$ cat src/fpCalc_params.svh
`ifndef FPCALC_PARAMS_SVH
`define FPCALC_PARAMS_SVH

// Field widths
`define FP_EXP_W   5
`define FP_MAN_W   12   // Bit 11 is the carry slot, bit 10 the explicit one
`define FP_FRAC_W  10

`define FP_BIAS    15
`define FP_EXP_MAX 31   // All-ones exponent marks an invalid result

// Opcode encoding
`define OP_ADD     2'd0
`define OP_SUB     2'd1
`define OP_MUL     2'd2
`define OP_DIV     2'd3

`endif

$ cat src/fpCalcPkg.sv
`include "fpCalc_params.svh"

package fpCalcPkg;

    // Input operand, 18 bits
    typedef struct packed {
        logic                 sign;
        logic [`FP_EXP_W-1:0] exp;
        logic [`FP_MAN_W-1:0] man;
    } operand_t;

    // Packed result, 16 bits
    typedef struct packed {
        logic                  sign;
        logic [`FP_EXP_W-1:0]  exp;
        logic [`FP_FRAC_W-1:0] frac;
    } result_t;

    typedef enum logic [1:0] {
        opAdd = `OP_ADD,
        opSub = `OP_SUB,
        opMul = `OP_MUL,
        opDiv = `OP_DIV
    } opcode_t;

    // Unit output before normalization
    typedef struct packed {
        logic                 sign;
        logic [`FP_EXP_W-1:0] exp;
        logic [`FP_MAN_W-1:0] man;
        logic                 invalid;
    } rawResult_t;

    typedef enum logic [2:0] {
        stIdle,
        stWaitB,
        stWaitOp,
        stCompute,
        stEval,
        stSend,
        stDone,
        stError
    } seqState_t;

endpackage

$ cat src/calcCtrlIf.sv
interface calcCtrlIf;

    logic loadA;          // One-cycle load strobes
    logic loadB;
    logic loadOp;
    logic loadResult;
    logic resultInvalid;  // Level, meaningful in the eval state

    modport seq (
        output loadA,
        output loadB,
        output loadOp,
        output loadResult,
        input  resultInvalid
    );

    modport dp (
        input  loadA,
        input  loadB,
        input  loadOp,
        input  loadResult,
        output resultInvalid
    );

endinterface

$ cat src/addSubUnit.sv
`include "fpCalc_params.svh"

module addSubUnit (
    input  fpCalcPkg::operand_t   opA,
    input  fpCalcPkg::operand_t   opB,
    input  logic                  subtract,
    output fpCalcPkg::rawResult_t raw
);

    logic                 signB;
    logic [`FP_EXP_W-1:0] expDiff;
    logic [`FP_EXP_W-1:0] expRes;
    logic [`FP_MAN_W-1:0] manA;
    logic [`FP_MAN_W-1:0] manB;
    logic [`FP_MAN_W-1:0] manRes;
    logic                 signRes;

    assign signB = opB.sign ^ subtract;  // A - B is A + (-B)

    // Align the smaller exponent to the larger one
    always_comb begin
        if (opA.exp >= opB.exp) begin
            expDiff = opA.exp - opB.exp;
            expRes  = opA.exp;
            manA    = opA.man;
            manB    = opB.man >> expDiff;  // Truncating shift
        end else begin
            expDiff = opB.exp - opA.exp;
            expRes  = opB.exp;
            manA    = opA.man >> expDiff;
            manB    = opB.man;
        end
    end

    // Signed-magnitude add
    always_comb begin
        if (opA.sign == signB) begin
            manRes  = manA + manB;  // Carry lands in bit 11
            signRes = opA.sign;
        end else if (manA > manB) begin
            manRes  = manA - manB;
            signRes = opA.sign;
        end else begin
            manRes  = manB - manA;
            signRes = signB;
        end
    end

    assign raw = {signRes, expRes, manRes, 1'b0};  // Never invalid

endmodule

$ cat src/mulDivUnit.sv
`include "fpCalc_params.svh"

module mulDivUnit (
    input  fpCalcPkg::operand_t   opA,
    input  fpCalcPkg::operand_t   opB,
    input  logic                  divide,
    output fpCalcPkg::rawResult_t raw
);

    logic [2*`FP_MAN_W-1:0]         product;
    logic [`FP_MAN_W+`FP_FRAC_W-1:0] dividend;
    logic [`FP_MAN_W+`FP_FRAC_W-1:0] quotient;
    logic [`FP_MAN_W-1:0]           mulMan;
    logic [`FP_MAN_W-1:0]           divMan;
    logic [`FP_EXP_W-1:0]           mulExp;
    logic [`FP_EXP_W-1:0]           divExp;
    logic                           signRes;
    logic                           divInvalid;

    assign signRes = opA.sign ^ opB.sign;

    // Product of two 1.x mantissas has its binary point at bit 20
    assign product = {{`FP_MAN_W{1'b0}}, opA.man} * {{`FP_MAN_W{1'b0}}, opB.man};
    assign mulMan  = product[2*`FP_FRAC_W+1:`FP_FRAC_W];
    assign mulExp  = opA.exp + opB.exp - `FP_EXP_W'(`FP_BIAS);  // Wraps mod 32

    // Dividend pre-scaled so the quotient keeps 10 fraction bits
    assign dividend = {opA.man, {`FP_FRAC_W{1'b0}}};
    assign quotient = (opB.man == '0) ? '0 : dividend / {{`FP_FRAC_W{1'b0}}, opB.man};
    assign divMan   = quotient[`FP_MAN_W-1:0];
    assign divExp   = opA.exp - opB.exp + `FP_EXP_W'(`FP_BIAS);

    // Zero exponent on B counts as divide by zero
    assign divInvalid = (opB.exp == '0) || (divMan == '0);

    assign raw = divide ? {signRes, divExp, divMan, divInvalid}
                        : {signRes, mulExp, mulMan, 1'b0};

endmodule

$ cat src/normalizer.sv
`include "fpCalc_params.svh"

module normalizer (
    input  fpCalcPkg::rawResult_t raw,
    output fpCalcPkg::result_t    packedRes
);

    logic [3:0]           shiftAmt;
    logic [`FP_MAN_W-1:0] manNorm;
    logic [`FP_EXP_W-1:0] expNorm;

    // Leading-one search below the carry bit where the highest set bit wins
    always_comb begin
        shiftAmt = '0;
        for (int i = 0; i < `FP_MAN_W - 1; i++) begin
            if (raw.man[i]) begin
                shiftAmt = 4'(`FP_MAN_W - 2 - i);
            end
        end
    end

    always_comb begin
        if (raw.man[`FP_MAN_W-1]) begin
            manNorm = raw.man >> 1;  // 10.x back to 1.x
            expNorm = raw.exp + `FP_EXP_W'(1);
        end else begin
            manNorm = raw.man << shiftAmt;  // Zero mantissa gives no shift
            expNorm = raw.exp - {1'b0, shiftAmt};
        end
    end

    // Hidden one dropped on packing
    assign packedRes = {raw.sign, expNorm, manNorm[`FP_FRAC_W-1:0]};

endmodule

$ cat src/opSequencer.sv
module opSequencer (
    input  logic   clk,
    input  logic   rst,
    input  logic   start,
    input  logic   txReady,
    calcCtrlIf.seq ctrl,
    output logic   txSend,
    output logic   ready,
    output logic   error
);

    fpCalcPkg::seqState_t state;
    fpCalcPkg::seqState_t nextState;

    always_comb begin
        nextState = state;
        case (state)
            fpCalcPkg::stIdle: begin
                if (start) nextState = fpCalcPkg::stWaitB;
            end
            fpCalcPkg::stWaitB: begin
                if (start) nextState = fpCalcPkg::stWaitOp;
            end
            fpCalcPkg::stWaitOp: begin
                if (ctrl.loadOp) nextState = fpCalcPkg::stCompute;  // Opcode lands this edge
            end
            fpCalcPkg::stCompute: nextState = fpCalcPkg::stEval;
            fpCalcPkg::stEval: begin
                if (ctrl.resultInvalid) begin
                    nextState = fpCalcPkg::stError;
                end else begin
                    nextState = fpCalcPkg::stSend;
                end
            end
            fpCalcPkg::stSend: begin
                if (txReady) nextState = fpCalcPkg::stDone;  // Hold until receiver takes it
            end
            fpCalcPkg::stDone:  nextState = fpCalcPkg::stIdle;
            fpCalcPkg::stError: nextState = fpCalcPkg::stIdle;
            default:            nextState = fpCalcPkg::stIdle;
        endcase
    end

    // Strobes and outputs are registered decodes
    always_ff @(posedge clk or negedge rst) begin
        if (!rst) begin
            state           <= fpCalcPkg::stIdle;
            ctrl.loadA      <= 1'b0;
            ctrl.loadB      <= 1'b0;
            ctrl.loadOp     <= 1'b0;
            ctrl.loadResult <= 1'b0;
            txSend          <= 1'b0;
            ready           <= 1'b0;
            error           <= 1'b0;
        end else begin
            state           <= nextState;
            ctrl.loadA      <= start && (state == fpCalcPkg::stIdle);
            ctrl.loadB      <= start && (state == fpCalcPkg::stWaitB);
            // Third strobe is ignored while the opcode load is pending
            ctrl.loadOp     <= start && !ctrl.loadOp && (state == fpCalcPkg::stWaitOp);
            ctrl.loadResult <= (nextState == fpCalcPkg::stCompute);
            txSend          <= (nextState == fpCalcPkg::stSend);
            ready           <= (nextState == fpCalcPkg::stSend) ||
                               (nextState == fpCalcPkg::stDone);
            error           <= (nextState == fpCalcPkg::stError);
        end
    end

    // Delivery follows the datapath verdict which keeps send and error apart
    sendErrorExclusive: assert property (
        @(posedge clk) disable iff (!rst)
        !(txSend && ctrl.resultInvalid) && !(error && !ctrl.resultInvalid)
    );

    // Result stays offered until the receiver accepts it
    sendHoldsUntilReady: assert property (
        @(posedge clk) disable iff (!rst) (txSend && !txReady) |=> txSend
    );

endmodule

$ cat src/fpDatapath.sv
`include "fpCalc_params.svh"

module fpDatapath (
    input  logic                 clk,
    input  logic                 rst,
    input  fpCalcPkg::operand_t  a,
    input  fpCalcPkg::operand_t  b,
    input  fpCalcPkg::opcode_t   op,
    calcCtrlIf.dp                ctrl,
    output fpCalcPkg::result_t   result
);

    fpCalcPkg::operand_t   opA;
    fpCalcPkg::operand_t   opB;
    fpCalcPkg::opcode_t    opReg;
    fpCalcPkg::rawResult_t addSubRaw;
    fpCalcPkg::rawResult_t mulDivRaw;
    fpCalcPkg::rawResult_t rawSel;
    fpCalcPkg::result_t    normResult;
    logic                  invalidReg;

    addSubUnit addSub0 (
        .opA      (opA),
        .opB      (opB),
        .subtract (opReg == fpCalcPkg::opSub),
        .raw      (addSubRaw)
    );

    mulDivUnit mulDiv0 (
        .opA    (opA),
        .opB    (opB),
        .divide (opReg == fpCalcPkg::opDiv),
        .raw    (mulDivRaw)
    );

    // Unit select by registered opcode
    assign rawSel = (opReg == fpCalcPkg::opAdd || opReg == fpCalcPkg::opSub) ?
                    addSubRaw : mulDivRaw;

    normalizer norm0 (
        .raw       (rawSel),
        .packedRes (normResult)
    );

    always_ff @(posedge clk or negedge rst) begin
        if (!rst) begin
            opA        <= '0;
            opB        <= '0;
            opReg      <= fpCalcPkg::opAdd;
            result     <= '0;
            invalidReg <= 1'b0;
        end else begin
            if (ctrl.loadA)  opA   <= a;
            if (ctrl.loadB)  opB   <= b;
            if (ctrl.loadOp) opReg <= op;
            if (ctrl.loadResult) begin
                result     <= normResult;
                // Unit flag or exponent overflow into the all-ones code
                invalidReg <= rawSel.invalid || (normResult.exp == `FP_EXP_MAX);
            end
        end
    end

    assign ctrl.resultInvalid = invalidReg;

    // Sequencer never overlaps result capture with an operand load
    loadsExclusive: assert property (
        @(posedge clk) disable iff (!rst)
        ctrl.loadResult |-> !(ctrl.loadA || ctrl.loadB || ctrl.loadOp)
    );

endmodule

$ cat src/fpCalcTop.sv
module fpCalcTop (
    input  logic        clk,
    input  logic        rst,
    input  logic        start,
    input  logic        txReady,
    input  logic [17:0] a,
    input  logic [17:0] b,
    input  logic [1:0]  op,
    output logic [15:0] result,
    output logic        txSend,
    output logic        ready,
    output logic        error
);

    fpCalcPkg::opcode_t opCode;

    calcCtrlIf ctrlBus ();

    assign opCode = fpCalcPkg::opcode_t'(op);

    opSequencer seq0 (
        .clk     (clk),
        .rst     (rst),
        .start   (start),
        .txReady (txReady),
        .ctrl    (ctrlBus.seq),
        .txSend  (txSend),
        .ready   (ready),
        .error   (error)
    );

    fpDatapath dp0 (
        .clk    (clk),
        .rst    (rst),
        .a      (a),
        .b      (b),
        .op     (opCode),
        .ctrl   (ctrlBus.dp),
        .result (result)
    );

endmodule

$ cat config.mk
export PLATFORM = sky130hd
export DESIGN_NAME = fpCalcTop
export DESIGN_NICKNAME = d
export VERILOG_FILES = /design/src/fpCalcPkg.sv /design/src/calcCtrlIf.sv /design/src/addSubUnit.sv /design/src/mulDivUnit.sv /design/src/normalizer.sv /design/src/opSequencer.sv /design/src/fpDatapath.sv /design/src/fpCalcTop.sv
export VERILOG_INCLUDE_DIRS = /design/src
export SDC_FILE = /design/constraint.sdc
export NUM_CORES = 1
export LEC_CHECK = 0
export ABC_CLOCK_PERIOD_IN_PS = 57900
export BUFFER_PORTS_ARGS = -buffer_cell sky130_fd_sc_hd__clkbuf_2
export CAP_MARGIN = 20
export CORE_MARGIN = 1.5
export CORE_UTILIZATION = 35
export CTS_CLUSTER_DIAMETER = 60
export DETAILED_ROUTE_END_ITERATION = 6
export PLACE_DENSITY = 0.48
export REMOVE_ABC_BUFFERS = 1
export SYNTH_ARGS = -nofsm -noshare
export SYNTH_HDL_FRONTEND = slang
export SYNTH_SLANG_ARGS = --single-unit
$ cat constraint.sdc
create_clock -name clk -period 57.9 [get_ports clk]
set_input_delay 8.685 -clock clk [delete_from_list [all_inputs] [get_ports clk]]
set_output_delay 8.685 -clock clk [all_outputs]
set_load 0.05 [all_outputs]
==> results of run 1 <==
-- worst paths after layout --
path / start / endpoint / slack [ps] / depth (start not counted)
worst min-delay path: dp0.result[11]$_DFFE_PN0P_ / dp0.result[11]$_DFFE_PN0P_ / 510 / 1
worst min register to register: dp0.result[11]$_DFFE_PN0P_ / dp0.result[11]$_DFFE_PN0P_ / 510 / 1
min in group asynchronous: rst / dp0.opA[3]$_DFFE_PN0P_ / 8470 / 1
max in group asynchronous: rst / dp0.result[2]$_DFFE_PN0P_ / 48850 / 1
worst max register to register: dp0.opB[5]$_DFFE_PN0P_ / dp0.ctrl.resultInvalid$_DFFE_PN0P_ / 4190 / 226
worst max-delay path: dp0.opB[5]$_DFFE_PN0P_ / dp0.ctrl.resultInvalid$_DFFE_PN0P_ / 4190 / 226
-- layer usage --
metal | vias up | GRT usage [%]
met1 | 10670 | 30.1
met5 | - | 0
li1 | 10733 | -
met2 | 513 | 38.7
met4 | 0 | 4.35
met3 | 66 | 1.66
-- cell families (layout without fill, tap and decap cells) --
logic type,count (synthesis),count (layout),synth area share (%)
other,0,1,0
AO/OA/AOI/OAI,862,862,25.6
AND/OR/NAND/NOR,969,969,21.0
XOR/XNOR,168,168,6.44
flip-flops,65,65,7.12
multiplexers,153,153,7.96
buffers and inverters,378,374,6.42
adder cells (fa/ha/maj),402,402,25.5
-- critical path, delay by kind of cell, from the launching register on --
family                   cells  cell delay [ps]
XOR/XNOR                     1              120
AO/OA/AOI/OAI              129            28570
multiplexers                10             3680
flip-flops                   1              660
buffers and inverters       15             2930
AND/OR/NAND/NOR             47            10110
adder cells (fa/ha/maj)     24             7440
-- stage by stage --
step / instances / util, % / setup WS [ps] / area (um^2) / hold slack, ps
5_1_grt: 3848 / 37.9 / 116 / 24400 / 523
4_1_cts: 3847 / 37.9 / 3720 / 24400 / 510
6_report: 3849 / 37.9 / 4190 / 24500 / 507
3_3_place_gp: 3831 / 37.4 / 5490 / 24100 / 492
2_1_floorplan: 2863 / - / 6780 / 22300 / 459
3_5_place_dp: 3831 / 37.4 / 4010 / 24100 / 497
-- registers in the layout, indices dropped and copies added, names as in the netlist --
| register | flops |
|---|---|
| dp0.opA | 18 |
| dp0.opB | 18 |
| dp0.result | 16 |
| seq0.state | 3 |
| dp0.opReg | 2 |
| dp0.ctrl.resultInvalid | 1 |
| seq0.ctrl.loadA | 1 |
| seq0.ctrl.loadB | 1 |
| seq0.ctrl.loadOp | 1 |
| seq0.ctrl.loadResult | 1 |
| seq0.error | 1 |
| seq0.ready | 1 |
| seq0.txSend | 1 |
-- cell usage in the layout, fill, tap and decap left out, types with 35 or more instances in the layout --
master	count
ha_1	296
nand2_1	283
nor2_1	251
inv_1	240
o21ai_0	181
a21oi_1	181
xnor2_1	113
fa_1	106
a21o_1	87
mux2_2	77
and2_1	75
nor3_1	70
o21a_1	65
dfrtp_1	65
clkbuf_2	59
mux2i_1	57
xor2_1	55
buf_4	55
nand3_1	49
o31ai_1	38
nand2b_1	38
o211ai_1	35
-- area by class of cell --
cell class | instances | area [um^2] | area share [%]
clock inverters | 6 | 91.3 | 0.374
clock buffers | 10 | 229 | 0.936
diodes | 1 | 2.50 | 0.0102
flip-flops and latches | 65 | 1630 | 6.65
multi-input cells | 2554 | 19800 | 81.0
repair buffers | 114 | 708 | 2.90
well taps | 855 | 1070 | 4.37
inverters | 244 | 916 | 3.75
-- what timing repair did --
action,CTS,global route
resized for setup,0,3
buffers inserted,0,0
setup endpoints to repair,0,3
==> results.json, run 1 <==
{
  "setup_viol": 0,
  "cts_root_buf": "clkbuf_16",
  "highest-signal-layer": "met4",
  "path_clk_slew_ps": 70,
  "place_congestion": 0.901,
  "critical_path.max_fanout": 30,
  "ys_warn_count": 0,
  "clock_skew_ps": 9.84,
  "die_w_um": 259,
  "cpPeakStageDelay_ps": 710,
  "vias_per_cell": 5.71,
  "crit_type": "flip-flop to flip-flop",
  "numCtsBuffers": 9,
  "crit_path_top_delay_cell": "or4_4",
  "cp_data_arrival_time_ps": 53970,
  "post-route-drc-count": 0,
  "yosysUniqueCellTypes": 114,
  "max_slew_margin_pct": 28.8,
  "clock_sinks": 65,
  "drt-met1-wl_um": 35300,
  "required_ps": 58160,
  "wl_um": 75500,
  "endpoint_kind": "flip-flop",
  "dr.pass1.iters": 6,
  "start_util_pct": 35.5,
  "antenna_found_initial": 0,
  "synth.top_cells.by_count": "ha_1 (296), nand2_1 (283), nor2_1 (252)",
  "overflow": 0,
  "grt_usage_pct": 22.2,
  "clk_path_buf_depth": 2,
  "dp_hpwl_um": 58100,
  "cts_tree": "built",
  "fillers": 6723,
  "worst_hold_path_type": "flip-flop to flip-flop",
  "hold_violations": 0,
  "setup.worst_path.start_class": "flip-flop",
  "first_iter_violations": 1413,
  "htreeDepth": 3,
  "tns_ps": 0,
  "ys_ff_latch": 65,
  "timing.fmax_mhz": 18.6,
  "route.met3.wl_um": 2850,
  "synth-async-reset-ratio_pct": 100,
  "fin_nets": 3432,
  "synth_top_area_share_pct": 16.2,
  "path_common_cell": "o21a_1",
  "fin_crit_ps": 53710,
  "portBuffers": 60,
  "grt_pass1_vias": 21470,
  "wire_per_inst_um": 19.6,
  "syn_area_per_cell_um2": 7.63,
  "synth_area_mm2": 0.0229,
  "holdBufCountCts": 0,
  "core_area_mm2": 0.0645,
  "synth_edf_count": 0,
  "ant_nets": 0,
  "grt_max_degree": 66,
  "tightest_slew_ps": 1060,
  "io_pins": 61,
  "fin_crit_sh_pct": 92.8,
  "grt_pass1_wl_um": 120000,
  "yosysMostFrequentCell": "ha_1",
  "yosysTopAreaCell": "ha_1",
  "synth_ff_type": "dfrtp_1",
  "seq_area_frac_synth_pct": 7.12,
  "drive_gt1_share_pct": 10.3,
  "syn_inst": 2997,
  "syn_to_final_growth_pct": 6.97,
  "status": "complete, no violations",
  "wl_met2_um": 35900,
  "rsz0062_at_grt": "false",
  "slew_violations": 0,
  "yosys-top-cells-area": "ha_1 (16%), fa_1 (9.3%), dfrtp_1 (7.1%)",
  "rows": 93,
  "die_h_um": 259,
  "die-area_mm2": 0.0669,
  "worstSkewPairLatency_ps": 350,
  "maxCapViolCount": 0,
  "vias": 21982
}
Power of run 1 is not shown: default switching activity piles up to over one toggle a cycle in this logic, so the estimate is an artifact.
==> run 2, diff against run 1 <==
- REMOVE_ABC_BUFFERS: 1 -> unset
==> run 2 against run 1 <==
Worst hold slack better by 23 ps; flip-flop and latch count unchanged; sequential share of layout area about the same; cell count hardly changed; die area unchanged; maximum frequency grew 1.1%; cell area fell by 0.12%; critical endpoint unchanged; largest cell class unchanged.
==> results.json, run 2 (synthesis results as in run 1) <==
{
  "clock_skew_ps": 11.9,
  "final_common_cell": "ha_1",
  "vias": 22094,
  "worst_hold_path_type": "flip-flop to flip-flop",
  "syn_to_final_growth_pct": 6.85,
  "worstSkewPairLatency_ps": 380,
  "start_util_pct": 35.5,
  "rrSetupSlack_ps": 4750,
  "grt_max_degree": 56,
  "first_iter_violations": 1496,
  "core_area_mm2": 0.0645,
  "clock_sinks": 65,
  "cpPeakStageDelay_ps": 810,
  "tns_ps": 0,
  "slew_violations": 0,
  "grt_usage_pct": 23.1,
  "wl_um": 77100,
  "numCtsBuffers": 9,
  "critical_path.max_fanout": 30,
  "endpoint_kind": "flip-flop",
  "fin_nets": 3430,
  "cts_tree": "built",
  "wire_per_inst_um": 20.0,
  "crit_path_top_delay_cell": "or4_4",
  "grt_pass1_vias": 21836,
  "overflow": 0,
  "fin_crit_sh_pct": 91.8,
  "grt_pass1_wl_um": 122000,
  "path_clk_slew_ps": 80,
  "die_w_um": 259,
  "io_pins": 61,
  "fillers": 6758,
  "holdBufCountCts": 0,
  "dp_hpwl_um": 59700,
  "timing.fmax_mhz": 18.8,
  "rows": 93,
  "hold_depth": 1,
  "cts_root_buf": "clkbuf_16",
  "portBuffers": 60,
  "setup.worst_path.start_class": "flip-flop",
  "status": "complete, no violations",
  "cp_data_arrival_time_ps": 53440,
  "required_ps": 58190,
  "synth.net_count": 3441,
  "ant_nets": 0,
  "rr_worst_depth": 222,
  "rsz0062_at_grt": "false",
  "tightest_slew_ps": 1060,
  "setup_viol": 0,
  "max_slew_margin_pct": 29.0,
  "vias_per_cell": 5.74,
  "antenna_found_initial": 3,
  "hold_violations": 0,
  "place_congestion": 0.876,
  "maxCapViolCount": 0,
  "die-area_mm2": 0.0669,
  "clk_path_buf_depth": 2,
  "crit_type": "flip-flop to flip-flop",
  "post-route-drc-count": 0,
  "dr.pass1.iters": 5,
  "htreeDepth": 3,
  "drive_gt1_share_pct": 10.3,
  "die_h_um": 259,
  "layout_common_cells": "ha_1 (296), nand2_1 (283), nor2_1 (250)",
  "path_common_cell": "o21a_1",
  "fin_crit_ps": 53150,
  "top_regs": "dp0.opA x18, dp0.opB x18, dp0.result x16"
}
-- run 2: timing repair --
action | 4_1_cts | 5_1_grt
gates resized for setup | 0 | 5
buffers inserted | 0 | 4
endpoints found under the setup margin | 0 | 5
-- run 2: area by class of cell --
class	instances	area, um^2	share of cell area [%]
clock inverter	7	53.8	0.220
timing repair buffer	112	703	2.88
clock buffer	9	225	0.922
inverter	244	916	3.75
tap	855	1070	4.38
multi-input combinational	2554	19800	81.2
antenna	2	5.00	0.0205
sequential	65	1630	6.66
-- run 2: through the flow --
stage          util, %  instances  worst slack (ps)  instance area (um^2)  hold slack, ps
2_1_floorplan        -       2997              8470                 22900             459
6_report          37.9       3848              4750                 24400             530
4_1_cts           37.8       3842              3580                 24400             534
3_3_place_gp      37.3       3825              5270                 24100             500
5_1_grt           37.9       3846               176                 24400             537
3_5_place_dp      37.3       3826              3790                 24100             520
-- run 2: layer usage --
layer / up-vias / track usage (%) / share of wire, %
met1: 10699 / 31.6 / 47
met5: - / 0 / 0
met3: 104 / 2.15 / 4.4
met4: 0 / 6.37 / 2.6
met2: 547 / 38.5 / 46
li1: 10744 / - / -
-- run 2: final timing paths --
kind / start / endpoint
min in group asynchronous: rst / dp0.opA[10]$_DFFE_PN0P_
setup / recovery: dp0.opB[11]$_DFFE_PN0P_ / dp0.ctrl.resultInvalid$_DFFE_PN0P_
hold reg to reg: dp0.result[11]$_DFFE_PN0P_ / dp0.result[11]$_DFFE_PN0P_
setup reg to reg: dp0.opB[11]$_DFFE_PN0P_ / dp0.ctrl.resultInvalid$_DFFE_PN0P_
max in group asynchronous: rst / dp0.opB[0]$_DFFE_PN0P_
hold / removal: dp0.result[11]$_DFFE_PN0P_ / dp0.result[11]$_DFFE_PN0P_
-- run 2: critical path, delay by kind of cell (launching register included) --
kind                       cells  cell delay [ps]
adders and majority gates     23             7060
xor gates and xnor gates       1              150
DFF                            1              740
and+or+nand+nor               46             9660
AOI/OAI and AO/OA            127            28980
muxes                         10             3700
buffers and inverters         15             2640
Power of run 2 is left out for the same reason.
